### config.mk
export PLATFORM = sky130hd
export DESIGN_NAME = rv_core
export DESIGN_NICKNAME = d
export VERILOG_FILES = /design/src/hdl/rv_pkg.sv /design/src/hdl/alu.sv /design/src/hdl/inst_decoder.sv /design/src/hdl/mem_wb_unit.sv /design/src/hdl/pc_unit.sv /design/src/hdl/reg_file.sv /design/src/hdl/rv_core.sv
export SDC_FILE = /design/constraint.sdc
export NUM_CORES = 2
export LEC_CHECK = 0
export ABC_CLOCK_PERIOD_IN_PS = 7850
export BUFFER_PORTS_ARGS = -buffer_cell sky130_fd_sc_hd__buf_2
export CAP_MARGIN = 20
export CORE_MARGIN = 4
export CORE_UTILIZATION = 40
export CTS_CLUSTER_DIAMETER = 50
export DETAILED_ROUTE_END_ITERATION = 8
export HOLD_SLACK_MARGIN = 0.03
export SLEW_MARGIN = 20
export SYNTH_ARGS = -nofsm -noshare
export SYNTH_HDL_FRONTEND = slang
export SYNTH_SLANG_ARGS = --single-unit
### constraint.sdc
create_clock -name i_clk -period 7.85 [get_ports i_clk]
set_input_delay 0.785 -clock i_clk [delete_from_list [all_inputs] [get_ports i_clk]]
set_output_delay 0.785 -clock i_clk [all_outputs]
set_load 0.005 [all_outputs]
### src/hdl/rv_pkg.sv
package rv_pkg;

  localparam int XLEN   = 32; // Data and address width
  localparam int REG_AW = 5;  // Register address width

  // Major opcodes, instruction bits 6:2
  typedef enum logic [4:0] {
    OP_LOAD     = 5'b00000,
    OP_MISC_MEM = 5'b00011,
    OP_IMM      = 5'b00100,
    OP_AUIPC    = 5'b00101,
    OP_STORE    = 5'b01000,
    OP_REG      = 5'b01100,
    OP_LUI      = 5'b01101,
    OP_BRANCH   = 5'b11000,
    OP_JALR     = 5'b11001,
    OP_JAL      = 5'b11011,
    OP_SYSTEM   = 5'b11100
  } opcode_e;

  typedef enum logic [3:0] {
    ADD,
    SUB,
    SLL,
    SLT,
    SLTU,
    XOR,
    SRL,
    SRA,
    OR,
    AND
  } alu_op_e;

  // Writeback source for rd
  typedef enum logic [1:0] {
    WB_ALU,
    WB_LOAD,
    WB_PC4,
    WB_IMM
  } wb_sel_e;

endpackage

### src/hdl/alu.sv
`timescale 1ns/100ps

module alu (
  input  rv_pkg::alu_op_e         i_op,
  input  logic [rv_pkg::XLEN-1:0] i_a,       // rs1 data
  input  logic [rv_pkg::XLEN-1:0] i_b,       // rs2 data
  input  logic                    i_src_pc,  // Operand a from PC
  input  logic                    i_src_imm, // Operand b from immediate
  input  logic [rv_pkg::XLEN-1:0] i_pc,
  input  logic [rv_pkg::XLEN-1:0] i_imm,
  output logic [rv_pkg::XLEN-1:0] o_result
);
  import rv_pkg::*;

  logic [XLEN-1:0] op_a;
  logic [XLEN-1:0] op_b;
  logic [4:0]      shamt;

  assign op_a  = i_src_pc ? i_pc : i_a;
  assign op_b  = i_src_imm ? i_imm : i_b;
  assign shamt = op_b[4:0];

  always_comb begin
    case (i_op)
      ADD:     o_result = op_a + op_b;
      SUB:     o_result = op_a - op_b;
      SLL:     o_result = op_a << shamt;
      SLT:     o_result = {{(XLEN-1){1'b0}}, $signed(op_a) < $signed(op_b)};
      SLTU:    o_result = {{(XLEN-1){1'b0}}, op_a < op_b};
      XOR:     o_result = op_a ^ op_b;
      SRL:     o_result = op_a >> shamt;
      SRA:     o_result = $signed(op_a) >>> shamt; // Arithmetic keeps sign
      OR:      o_result = op_a | op_b;
      AND:     o_result = op_a & op_b;
      default: o_result = op_a + op_b;
    endcase
  end

endmodule

### src/hdl/inst_decoder.sv
`timescale 1ns/100ps

module inst_decoder (
  input  logic [31:0]               i_inst,
  output logic [rv_pkg::REG_AW-1:0] o_rs1,
  output logic [rv_pkg::REG_AW-1:0] o_rs2,
  output logic [rv_pkg::REG_AW-1:0] o_rd,
  output logic [rv_pkg::XLEN-1:0]   o_imm,
  output rv_pkg::alu_op_e           o_alu_op,
  output logic                      o_alu_src_imm,
  output logic                      o_alu_src_pc,
  output logic                      o_reg_write,
  output logic                      o_branch,
  output logic                      o_jal,
  output logic                      o_jalr,
  output logic                      o_mem_read,
  output logic                      o_mem_write,
  output logic [2:0]                o_funct3,
  output rv_pkg::wb_sel_e           o_wb_sel
);
  import rv_pkg::*;

  opcode_e         opcode;
  logic [2:0]      funct3;
  logic            alt;       // Bit 30 selects SUB / SRA
  logic            is_shift;  // Immediate shift forms
  logic            reg_we;
  logic [XLEN-1:0] imm_i, imm_s, imm_b, imm_u, imm_j;

  assign opcode   = opcode_e'(i_inst[6:2]);
  assign funct3   = i_inst[14:12];
  assign alt      = i_inst[30];
  assign is_shift = (funct3[1:0] == 2'b01);

  assign o_rd     = i_inst[11:7];
  assign o_rs1    = i_inst[19:15];
  assign o_rs2    = i_inst[24:20];
  assign o_funct3 = funct3;

  // Sign-extended immediates per format
  assign imm_i = {{20{i_inst[31]}}, i_inst[31:20]};
  assign imm_s = {{20{i_inst[31]}}, i_inst[31:25], i_inst[11:7]};
  assign imm_b = {{19{i_inst[31]}}, i_inst[31], i_inst[7], i_inst[30:25], i_inst[11:8], 1'b0};
  assign imm_u = {i_inst[31:12], 12'b0};
  assign imm_j = {{11{i_inst[31]}}, i_inst[31], i_inst[19:12], i_inst[20], i_inst[30:21], 1'b0};

  function automatic alu_op_e alu_op_of(input logic [2:0] f3, input logic sel_alt);
    case (f3)
      3'b000:  return sel_alt ? SUB : ADD;
      3'b001:  return SLL;
      3'b010:  return SLT;
      3'b011:  return SLTU;
      3'b100:  return XOR;
      3'b101:  return sel_alt ? SRA : SRL;
      3'b110:  return OR;
      default: return AND;
    endcase
  endfunction

  always_comb begin
    o_imm         = '0;
    o_alu_op      = ADD;
    o_alu_src_imm = 1'b0;
    o_alu_src_pc  = 1'b0;
    reg_we        = 1'b0;
    o_branch      = 1'b0;
    o_jal         = 1'b0;
    o_jalr        = 1'b0;
    o_mem_read    = 1'b0;
    o_mem_write   = 1'b0;
    o_wb_sel      = WB_ALU;
    case (opcode)
      OP_LUI: begin
        o_imm    = imm_u;
        reg_we   = 1'b1;
        o_wb_sel = WB_IMM;
      end
      OP_AUIPC: begin
        o_imm         = imm_u;
        o_alu_src_pc  = 1'b1; // PC + imm through the adder
        o_alu_src_imm = 1'b1;
        reg_we        = 1'b1;
      end
      OP_JAL: begin
        o_imm    = imm_j;
        o_jal    = 1'b1;
        reg_we   = 1'b1;
        o_wb_sel = WB_PC4;
      end
      OP_JALR: begin
        o_imm         = imm_i;
        o_alu_src_imm = 1'b1; // Target base from rs1 + imm
        o_jalr        = 1'b1;
        reg_we        = 1'b1;
        o_wb_sel      = WB_PC4;
      end
      OP_BRANCH: begin
        o_imm    = imm_b;
        o_branch = 1'b1;
      end
      OP_LOAD: begin
        o_imm         = imm_i;
        o_alu_src_imm = 1'b1;
        o_mem_read    = 1'b1;
        reg_we        = 1'b1;
        o_wb_sel      = WB_LOAD;
      end
      OP_STORE: begin
        o_imm         = imm_s;
        o_alu_src_imm = 1'b1;
        o_mem_write   = 1'b1;
      end
      OP_IMM: begin
        // Shifts carry a 5-bit shamt and bit 30 only matters for SRAI
        o_imm         = is_shift ? {27'b0, i_inst[24:20]} : imm_i;
        o_alu_src_imm = 1'b1;
        o_alu_op      = alu_op_of(funct3, is_shift && alt);
        reg_we        = 1'b1;
      end
      OP_REG: begin
        o_alu_op = alu_op_of(funct3, alt);
        reg_we   = 1'b1;
      end
      OP_MISC_MEM, OP_SYSTEM: ; // Retire as no-ops
      default: ;
    endcase
  end

  assign o_reg_write = reg_we && (o_rd != '0); // x0 never written

endmodule

### src/hdl/mem_wb_unit.sv
`timescale 1ns/100ps

module mem_wb_unit (
  input  logic                    i_reset,
  input  logic                    i_mem_read,
  input  logic                    i_mem_write,
  input  logic [2:0]              i_funct3,
  input  logic [rv_pkg::XLEN-1:0] i_addr,
  input  logic [rv_pkg::XLEN-1:0] i_rs2_data,
  input  logic [rv_pkg::XLEN-1:0] i_mem_rdata,
  input  rv_pkg::wb_sel_e         i_wb_sel,
  input  logic [rv_pkg::XLEN-1:0] i_alu_result,
  input  logic [rv_pkg::XLEN-1:0] i_pc4,
  input  logic [rv_pkg::XLEN-1:0] i_imm,
  output logic [rv_pkg::XLEN-1:0] o_mem_addr,
  output logic [rv_pkg::XLEN-1:0] o_mem_wdata,
  output logic [3:0]              o_mem_be,
  output logic                    o_mem_we,
  output logic                    o_mem_re,
  output logic [rv_pkg::XLEN-1:0] o_wb_data
);
  import rv_pkg::*;

  logic [3:0]      be_lanes;
  logic [XLEN-1:0] byte_sh, half_sh;
  logic [XLEN-1:0] load_data;

  assign o_mem_addr = i_addr;
  assign o_mem_we   = i_mem_write && !i_reset; // Strobes held low in reset
  assign o_mem_re   = i_mem_read && !i_reset;
  assign o_mem_be   = o_mem_we ? be_lanes : 4'b0000;

  // Halfword store lanes ignore addr bit 0
  always_comb begin
    case (i_funct3[1:0])
      2'b00: begin
        o_mem_wdata = {4{i_rs2_data[7:0]}};
        be_lanes    = 4'b0001 << i_addr[1:0];
      end
      2'b01: begin
        o_mem_wdata = {2{i_rs2_data[15:0]}};
        be_lanes    = i_addr[1] ? 4'b1100 : 4'b0011;
      end
      default: begin
        o_mem_wdata = i_rs2_data;
        be_lanes    = 4'b1111;
      end
    endcase
  end

  assign byte_sh = i_mem_rdata >> {i_addr[1:0], 3'b000};
  assign half_sh = i_mem_rdata >> {i_addr[1], 4'b0000};

  always_comb begin
    case (i_funct3)
      3'b000:  load_data = {{(XLEN-8){byte_sh[7]}}, byte_sh[7:0]};    // LB
      3'b001:  load_data = {{(XLEN-16){half_sh[15]}}, half_sh[15:0]}; // LH
      3'b100:  load_data = {{(XLEN-8){1'b0}}, byte_sh[7:0]};          // LBU
      3'b101:  load_data = {{(XLEN-16){1'b0}}, half_sh[15:0]};        // LHU
      default: load_data = i_mem_rdata;
    endcase
  end

  always_comb begin
    case (i_wb_sel)
      WB_LOAD: o_wb_data = load_data;
      WB_PC4:  o_wb_data = i_pc4;   // Link address
      WB_IMM:  o_wb_data = i_imm;   // LUI
      default: o_wb_data = i_alu_result;
    endcase
  end

endmodule

### src/hdl/pc_unit.sv
`timescale 1ns/100ps

module pc_unit (
  input  logic                    i_clk,
  input  logic                    i_reset,
  input  logic                    i_branch,
  input  logic                    i_jal,
  input  logic                    i_jalr,
  input  logic [2:0]              i_funct3,
  input  logic [rv_pkg::XLEN-1:0] i_rs1_data,
  input  logic [rv_pkg::XLEN-1:0] i_rs2_data,
  input  logic [rv_pkg::XLEN-1:0] i_imm,
  input  logic [rv_pkg::XLEN-1:0] i_alu_result,
  output logic [rv_pkg::XLEN-1:0] o_pc,
  output logic [rv_pkg::XLEN-1:0] o_pc4
);
  import rv_pkg::*;

  logic [XLEN-1:0] pc_q;
  logic [XLEN-1:0] next_pc;
  logic            eq, lt, ltu;
  logic            taken;

  assign eq  = (i_rs1_data == i_rs2_data);
  assign lt  = ($signed(i_rs1_data) < $signed(i_rs2_data));
  assign ltu = (i_rs1_data < i_rs2_data);

  always_comb begin
    case (i_funct3)
      3'b000:  taken = eq;   // BEQ
      3'b001:  taken = !eq;  // BNE
      3'b100:  taken = lt;   // BLT
      3'b101:  taken = !lt;  // BGE
      3'b110:  taken = ltu;  // BLTU
      3'b111:  taken = !ltu; // BGEU
      default: taken = 1'b0;
    endcase
  end

  assign o_pc4 = pc_q + 32'd4;

  always_comb begin
    if ((i_branch && taken) || i_jal) next_pc = pc_q + i_imm;
    else if (i_jalr)                  next_pc = {i_alu_result[XLEN-1:1], 1'b0};
    else                              next_pc = o_pc4;
  end

  always_ff @(posedge i_clk) begin
    if (i_reset) pc_q <= '0;
    else         pc_q <= next_pc;
  end

  assign o_pc = pc_q;

endmodule

### src/hdl/reg_file.sv
`timescale 1ns/100ps

module reg_file (
  input  logic                      i_clk,
  input  logic                      i_reset,
  input  logic [rv_pkg::REG_AW-1:0] i_rs1,
  input  logic [rv_pkg::REG_AW-1:0] i_rs2,
  input  logic [rv_pkg::REG_AW-1:0] i_rd,
  input  logic                      i_we,
  input  logic [rv_pkg::XLEN-1:0]   i_wdata,
  output logic [rv_pkg::XLEN-1:0]   o_rs1_data,
  output logic [rv_pkg::XLEN-1:0]   o_rs2_data
);
  import rv_pkg::*;

  logic [XLEN-1:0] regs [2**REG_AW];

  always_ff @(posedge i_clk) begin
    if (i_reset) begin
      for (int i = 0; i < 2**REG_AW; i++) begin
        regs[i] <= '0;
      end
    end else if (i_we && (i_rd != '0)) begin
      regs[i_rd] <= i_wdata;
    end
  end

  // x0 reads as zero
  assign o_rs1_data = (i_rs1 == '0) ? '0 : regs[i_rs1];
  assign o_rs2_data = (i_rs2 == '0) ? '0 : regs[i_rs2];

endmodule

### src/hdl/rv_core.sv
`timescale 1ns/100ps

module rv_core (
  input  logic                    i_clk,
  input  logic                    i_reset,
  input  logic [31:0]             i_inst,
  input  logic [rv_pkg::XLEN-1:0] i_mem_rdata,
  output logic [rv_pkg::XLEN-1:0] o_pc,
  output logic [rv_pkg::XLEN-1:0] o_mem_addr,
  output logic [rv_pkg::XLEN-1:0] o_mem_wdata,
  output logic [3:0]              o_mem_be,
  output logic                    o_mem_we,
  output logic                    o_mem_re
);
  import rv_pkg::*;

  logic [REG_AW-1:0] rs1, rs2, rd;
  logic [XLEN-1:0]   imm;
  alu_op_e           alu_op;
  logic              alu_src_imm, alu_src_pc;
  logic              reg_write;
  logic              branch, jal, jalr;
  logic              mem_read, mem_write;
  logic [2:0]        funct3;
  wb_sel_e           wb_sel;
  logic [XLEN-1:0]   rs1_data, rs2_data;
  logic [XLEN-1:0]   alu_result;
  logic [XLEN-1:0]   pc4;
  logic [XLEN-1:0]   wb_data;

  inst_decoder decoder_i (
    .i_inst        (i_inst),
    .o_rs1         (rs1),
    .o_rs2         (rs2),
    .o_rd          (rd),
    .o_imm         (imm),
    .o_alu_op      (alu_op),
    .o_alu_src_imm (alu_src_imm),
    .o_alu_src_pc  (alu_src_pc),
    .o_reg_write   (reg_write),
    .o_branch      (branch),
    .o_jal         (jal),
    .o_jalr        (jalr),
    .o_mem_read    (mem_read),
    .o_mem_write   (mem_write),
    .o_funct3      (funct3),
    .o_wb_sel      (wb_sel)
  );

  reg_file reg_file_i (
    .i_clk      (i_clk),
    .i_reset    (i_reset),
    .i_rs1      (rs1),
    .i_rs2      (rs2),
    .i_rd       (rd),
    .i_we       (reg_write),
    .i_wdata    (wb_data),
    .o_rs1_data (rs1_data),
    .o_rs2_data (rs2_data)
  );

  alu alu_i (
    .i_op      (alu_op),
    .i_a       (rs1_data),
    .i_b       (rs2_data),
    .i_src_pc  (alu_src_pc),
    .i_src_imm (alu_src_imm),
    .i_pc      (o_pc),
    .i_imm     (imm),
    .o_result  (alu_result)
  );

  pc_unit pc_unit_i (
    .i_clk        (i_clk),
    .i_reset      (i_reset),
    .i_branch     (branch),
    .i_jal        (jal),
    .i_jalr       (jalr),
    .i_funct3     (funct3),
    .i_rs1_data   (rs1_data),
    .i_rs2_data   (rs2_data),
    .i_imm        (imm),
    .i_alu_result (alu_result),
    .o_pc         (o_pc),
    .o_pc4        (pc4)
  );

  // ALU sum doubles as the byte address
  mem_wb_unit mem_wb_i (
    .i_reset      (i_reset),
    .i_mem_read   (mem_read),
    .i_mem_write  (mem_write),
    .i_funct3     (funct3),
    .i_addr       (alu_result),
    .i_rs2_data   (rs2_data),
    .i_mem_rdata  (i_mem_rdata),
    .i_wb_sel     (wb_sel),
    .i_alu_result (alu_result),
    .i_pc4        (pc4),
    .i_imm        (imm),
    .o_mem_addr   (o_mem_addr),
    .o_mem_wdata  (o_mem_wdata),
    .o_mem_be     (o_mem_be),
    .o_mem_we     (o_mem_we),
    .o_mem_re     (o_mem_re),
    .o_wb_data    (wb_data)
  );

endmodule

==> metrics.txt <==
# TYPE chip_impl_metric gauge
chip_impl_info{name="crit_type",value="in2out"} 1
chip_impl_info{name="cts-root-buf",value="clkbuf_16"} 1
chip_impl_metric{name="die_width",unit="microns"} 421
chip_impl_metric{name="design.die.area",unit="sq um"} 177000
chip_impl_metric{name="placedInstanceArea",unit="sq um"} 75700
chip_impl_metric{name="synth-async-reset-ratio",unit="%"} 0
chip_impl_metric{name="crit_arrival",unit="ns"} 7.09
chip_impl_info{name="failing_checks",value="setup timing"} 1
chip_impl_metric{name="htreeDepth",unit=""} 3
chip_impl_metric{name="post_synth.cell_area_avg",unit="sq um"} 11.1
chip_impl_info{name="critical_path.reg2reg.endpoint",value="reg_file_i.regs[11][5]"} 1
chip_impl_metric{name="power.switching",unit="mW"} 6.18
chip_impl_metric{name="critical_path.n_buffers_inverters",unit=""} 9
chip_impl_metric{name="register_to_register_setup_slack",unit="ns"} 0.48
chip_impl_metric{name="synth.yosys.seq_area_share",unit="%"} 46.0
chip_impl_metric{name="pwr-share-comb",unit="%"} 32.7
chip_impl_metric{name="route.final.wire_length",unit="microns"} 313000
chip_impl_metric{name="final_design_area_no_fill",unit="sq um"} 79600
chip_impl_metric{name="design_internal_power",unit="mW"} 11.4
chip_impl_metric{name="path_clk_slew",unit="ns"} 0.06
chip_impl_metric{name="globalRouteOverflowTotal",unit=""} 0
chip_impl_metric{name="core_box_area",unit="sq um"} 170000
chip_impl_metric{name="vias_per_cell",unit=""} 6.68
chip_impl_metric{name="synth_cells",unit=""} 6162
chip_impl_metric{name="switching_share",unit="%"} 35.1
chip_impl_metric{name="max-clock-path-buffers",unit=""} 3
chip_impl_metric{name="gr-usage-all-layers",unit="%"} 34.0
chip_impl_metric{name="drt-wirelength-per-cell",unit="microns"} 35.3
chip_impl_metric{name="floorplan.initialDensity",unit="%"} 40.3
chip_impl_metric{name="relSlewSlack",unit="%"} 23.8
chip_impl_metric{name="stages_on_the_worst_setup_path",unit=""} 25
chip_impl_metric{name="drtAntennaViolNets",unit=""} 0
chip_impl_metric{name="synth.ff_latch_count",unit=""} 1056
chip_impl_info{name="crit_top_cell",value="buf_4"} 1
chip_impl_info{name="largest_delay_share_family_worst_path",value="compound AO/OA/AOI/OAI gates"} 1
chip_impl_metric{name="layout_min_cycle_time",unit="ns"} 7.88
chip_impl_info{name="result_of_the_run",value="finished with violations"} 1
chip_impl_metric{name="final_cells",unit=""} 8867
chip_impl_metric{name="cp_data_required_time",unit="ns"} 7.07
chip_impl_metric{name="cp_slowest_stage_delay",unit="ns"} 0.60
chip_impl_info{name="startpoint",value="i_inst[17]"} 1
chip_impl_metric{name="worst_skew_pair.late_latency",unit="ns"} 0.75
chip_impl_info{name="setup_crit_end_kind",value="output port"} 1
chip_impl_metric{name="static-leakage-power",unit="nW"} 30.3
chip_impl_metric{name="buffer_ports.inserted",unit=""} 165
chip_impl_metric{name="post_synthesis_cell_area",unit="sq um"} 68300
chip_impl_metric{name="finalHoldViolCount",unit=""} 0
chip_impl_metric{name="area_growth",unit="%"} 16.5
chip_impl_info{name="hp-class",value="in2reg"} 1
chip_impl_metric{name="nets",unit=""} 6781
chip_impl_info{name="final_cell_mix",value="nor2_1, edfxtp_1, buf_4"} 1
chip_impl_metric{name="drt_first_iter_violations",unit=""} 8157
chip_impl_metric{name="clock_sinks",unit=""} 1056
chip_impl_metric{name="layout-drive-gt1-share",unit="%"} 25.0
chip_impl_metric{name="ys_types",unit=""} 106
chip_impl_metric{name="dpl_worst_slack",unit="ns"} -0.345
chip_impl_metric{name="yosys_warnings",unit=""} 0
chip_impl_metric{name="synth_edf_count",unit=""} 1024
chip_impl_info{name="grt_setup_unrepaired",value="false"} 1
chip_impl_metric{name="placedCellCount",unit=""} 8646
chip_impl_info{name="final_common_cell",value="nor2_1"} 1
chip_impl_metric{name="ff2ff_path_depth",unit=""} 28
chip_impl_info{name="timing.critical_path.from_type",value="input port"} 1
chip_impl_metric{name="grt_pass1_wl",unit="microns"} 433000
chip_impl_metric{name="die-height",unit="microns"} 421
chip_impl_metric{name="clock_power_share",unit="%"} 30.4
chip_impl_metric{name="fin_ws",unit="ns"} -0.0287
chip_impl_info{name="endpoint",value="o_mem_addr[29]"} 1
chip_impl_metric{name="placementRows",unit=""} 151
chip_impl_metric{name="gp_congestion",unit=""} 1.12
chip_impl_metric{name="max_freq",unit="MHz"} 127
chip_impl_info{name="r2r-start",value="reg_file_i.regs[29][0]"} 1
chip_impl_metric{name="worst_slew_pin_slew",unit="ns"} 1.13
chip_impl_metric{name="vias_in_the_first_global_route",unit=""} 57820
chip_impl_metric{name="whs_path_depth",unit=""} 3
chip_impl_metric{name="ir_worst_vdd",unit="V"} 0.000164
chip_impl_metric{name="numCtsBuffers",unit=""} 115
chip_impl_info{name="slowest_stage",value="or3b_2"} 1
chip_impl_info{name="most_frequently_used_flop_master_after_synthesis",value="edfxtp_1"} 1
chip_impl_metric{name="pin_count_of_the_biggest_net_entering_global_routing",unit=""} 70
chip_impl_metric{name="io_pins",unit=""} 168
chip_impl_metric{name="power_per_cell_area",unit="nW/um^2"} 221
chip_impl_metric{name="finClkSkew",unit="ns"} 0.0393
chip_impl_metric{name="timing.critical_path.fanout_max",unit=""} 28
chip_impl_metric{name="post-route-period-util",unit="%"} 100
chip_impl_metric{name="dp.final_hpwl",unit="microns"} 220000
chip_impl_metric{name="detail_route.first_pass.iterations",unit=""} 8
chip_impl_info{name="tritoncts",value="done"} 1
chip_impl_metric{name="holdWs",unit="ns"} 0.611
chip_impl_metric{name="drc_errors",unit=""} 0
chip_impl_metric{name="vias",unit=""} 59275
chip_impl_metric{name="number_of_antenna_violations_at_the_first_check_in_global_routing",unit=""} 16
chip_impl_metric{name="final_max_slew_viol_count",unit=""} 0
chip_impl_metric{name="setup-violations-final",unit=""} 1
chip_impl_metric{name="power.share.sequential",unit="%"} 36.9
chip_impl_metric{name="cap_violations",unit=""} 0
chip_impl_metric{name="fin_tns_setup",unit="ns"} -0.0287
[cells in the mapped netlist, drive strengths merged, types with 44 or more instances]
cell type,n,share of area (%)
clkbuf,372,2.0
and2,47,0.43
nand4,46,0.42
buf,206,1.7
ha,161,2.9
mux4,420,14
o211ai,78,0.86
a221oi,51,0.67
a31oi,55,0.57
a22oi,63,0.69
a21o,55,0.60
nand2,382,2.1
mux2i,295,4.3
o22ai,71,0.65
xnor2,44,0.56
edfxtp,1024,45
nand2b,74,0.68
o221ai,70,0.90
o21ai,221,1.6
inv,152,0.84
a211oi,51,0.62
a21oi,199,1.5
nor2,1249,6.9
mux2,79,1.3
nor3,79,0.60
nand3,77,0.57
[repair_timing]
item | in CTS | in global routing
gates cloned | 0 | 1
resized for setup | 4 | 28
endpoints found under the setup margin | 2 | 9
hold buffers | 0 | 0
pin swaps | 0 | 5
setup buffers | 0 | 4
[how the worst min path moves through the flow]
stage	from	to	slack, ns
2_1_floorplan	pc_unit_i.o_pc[0]	pc_unit_i.o_pc[0]	0.57
3_3_place_gp	pc_unit_i.o_pc[0]	pc_unit_i.o_pc[0]	0.66
3_5_place_dp	pc_unit_i.o_pc[0]	pc_unit_i.o_pc[0]	0.65
4_1_cts	i_inst[7]	reg_file_i.regs[21][1]	0.56
5_1_grt	i_inst[7]	reg_file_i.regs[21][1]	0.61
6_report	i_inst[7]	reg_file_i.regs[21][1]	0.61
[worst register-to-register path: cells and delay by family (launching register included)]
family / cells / cell delay [ns]
buf+inv: 7 / 0.98
compound gates: 13 / 3.93
fa+ha+maj: 2 / 0.40
mux: 1 / 0.47
flops: 1 / 0.40
simple gates: 5 / 0.89
[power by group through the flow]
stage	Sequential, mW	Combinational [mW]	Clock [mW]
after global routing	6.52	5.95	5.60
after detailed placement	6.62	5.51	0
after CTS	6.50	5.54	5.39
after floorplan	6.57	2.92	0
final	6.51	5.76	5.35
after global placement	6.60	5.50	0
[area by class of cell]
cell class	instances	area (sq um)
Clock inverter	63	602
Timing Repair Buffer	819	6760
Multi-Input combinational cell	4405	34400
Antenna cell	5	12.5
Inverter	154	578
Sequential cell	1056	31400
Tap cell	2218	2780
Clock buffer	147	3040
Fill cell	15517	90100
[registers in the layout (all words and copies together), names as in the netlist]
name and flops:
reg_file_i.regs 1024, pc_unit_i.o_pc 32
[cell families (layout without fill, tap and decap cells)]
family          Yosys count  in the layout  synth area share, %
flops                  1056           1056                 46.0
compound gates         1222           1222                 12.7
fa+ha+maj               164            164                 3.04
mux                     794            794                 19.5
buf+inv                 732           1183                 4.56
xor+xnor                 73             73                0.936
simple gates           2120           2120                 13.3
other cells               1             37              0.00549
[layer usage]
metal | wire length (microns) | track usage, %
met5 | 103 | 0
met3 | 38800 | 9.48
met1 | 106000 | 40.2
met4 | 28600 | 25.1
met2 | 140000 | 52.9
[through the flow]
stage | power [mW] | util (%)
after floorplan | 9.49 | -
final | 17.6 | 46.9
after global placement | 12.1 | 44.6
after global routing | 18.1 | 46.9
after CTS | 17.4 | 46.8
after detailed placement | 12.1 | 44.6
(Power assumes the default switching activity.)
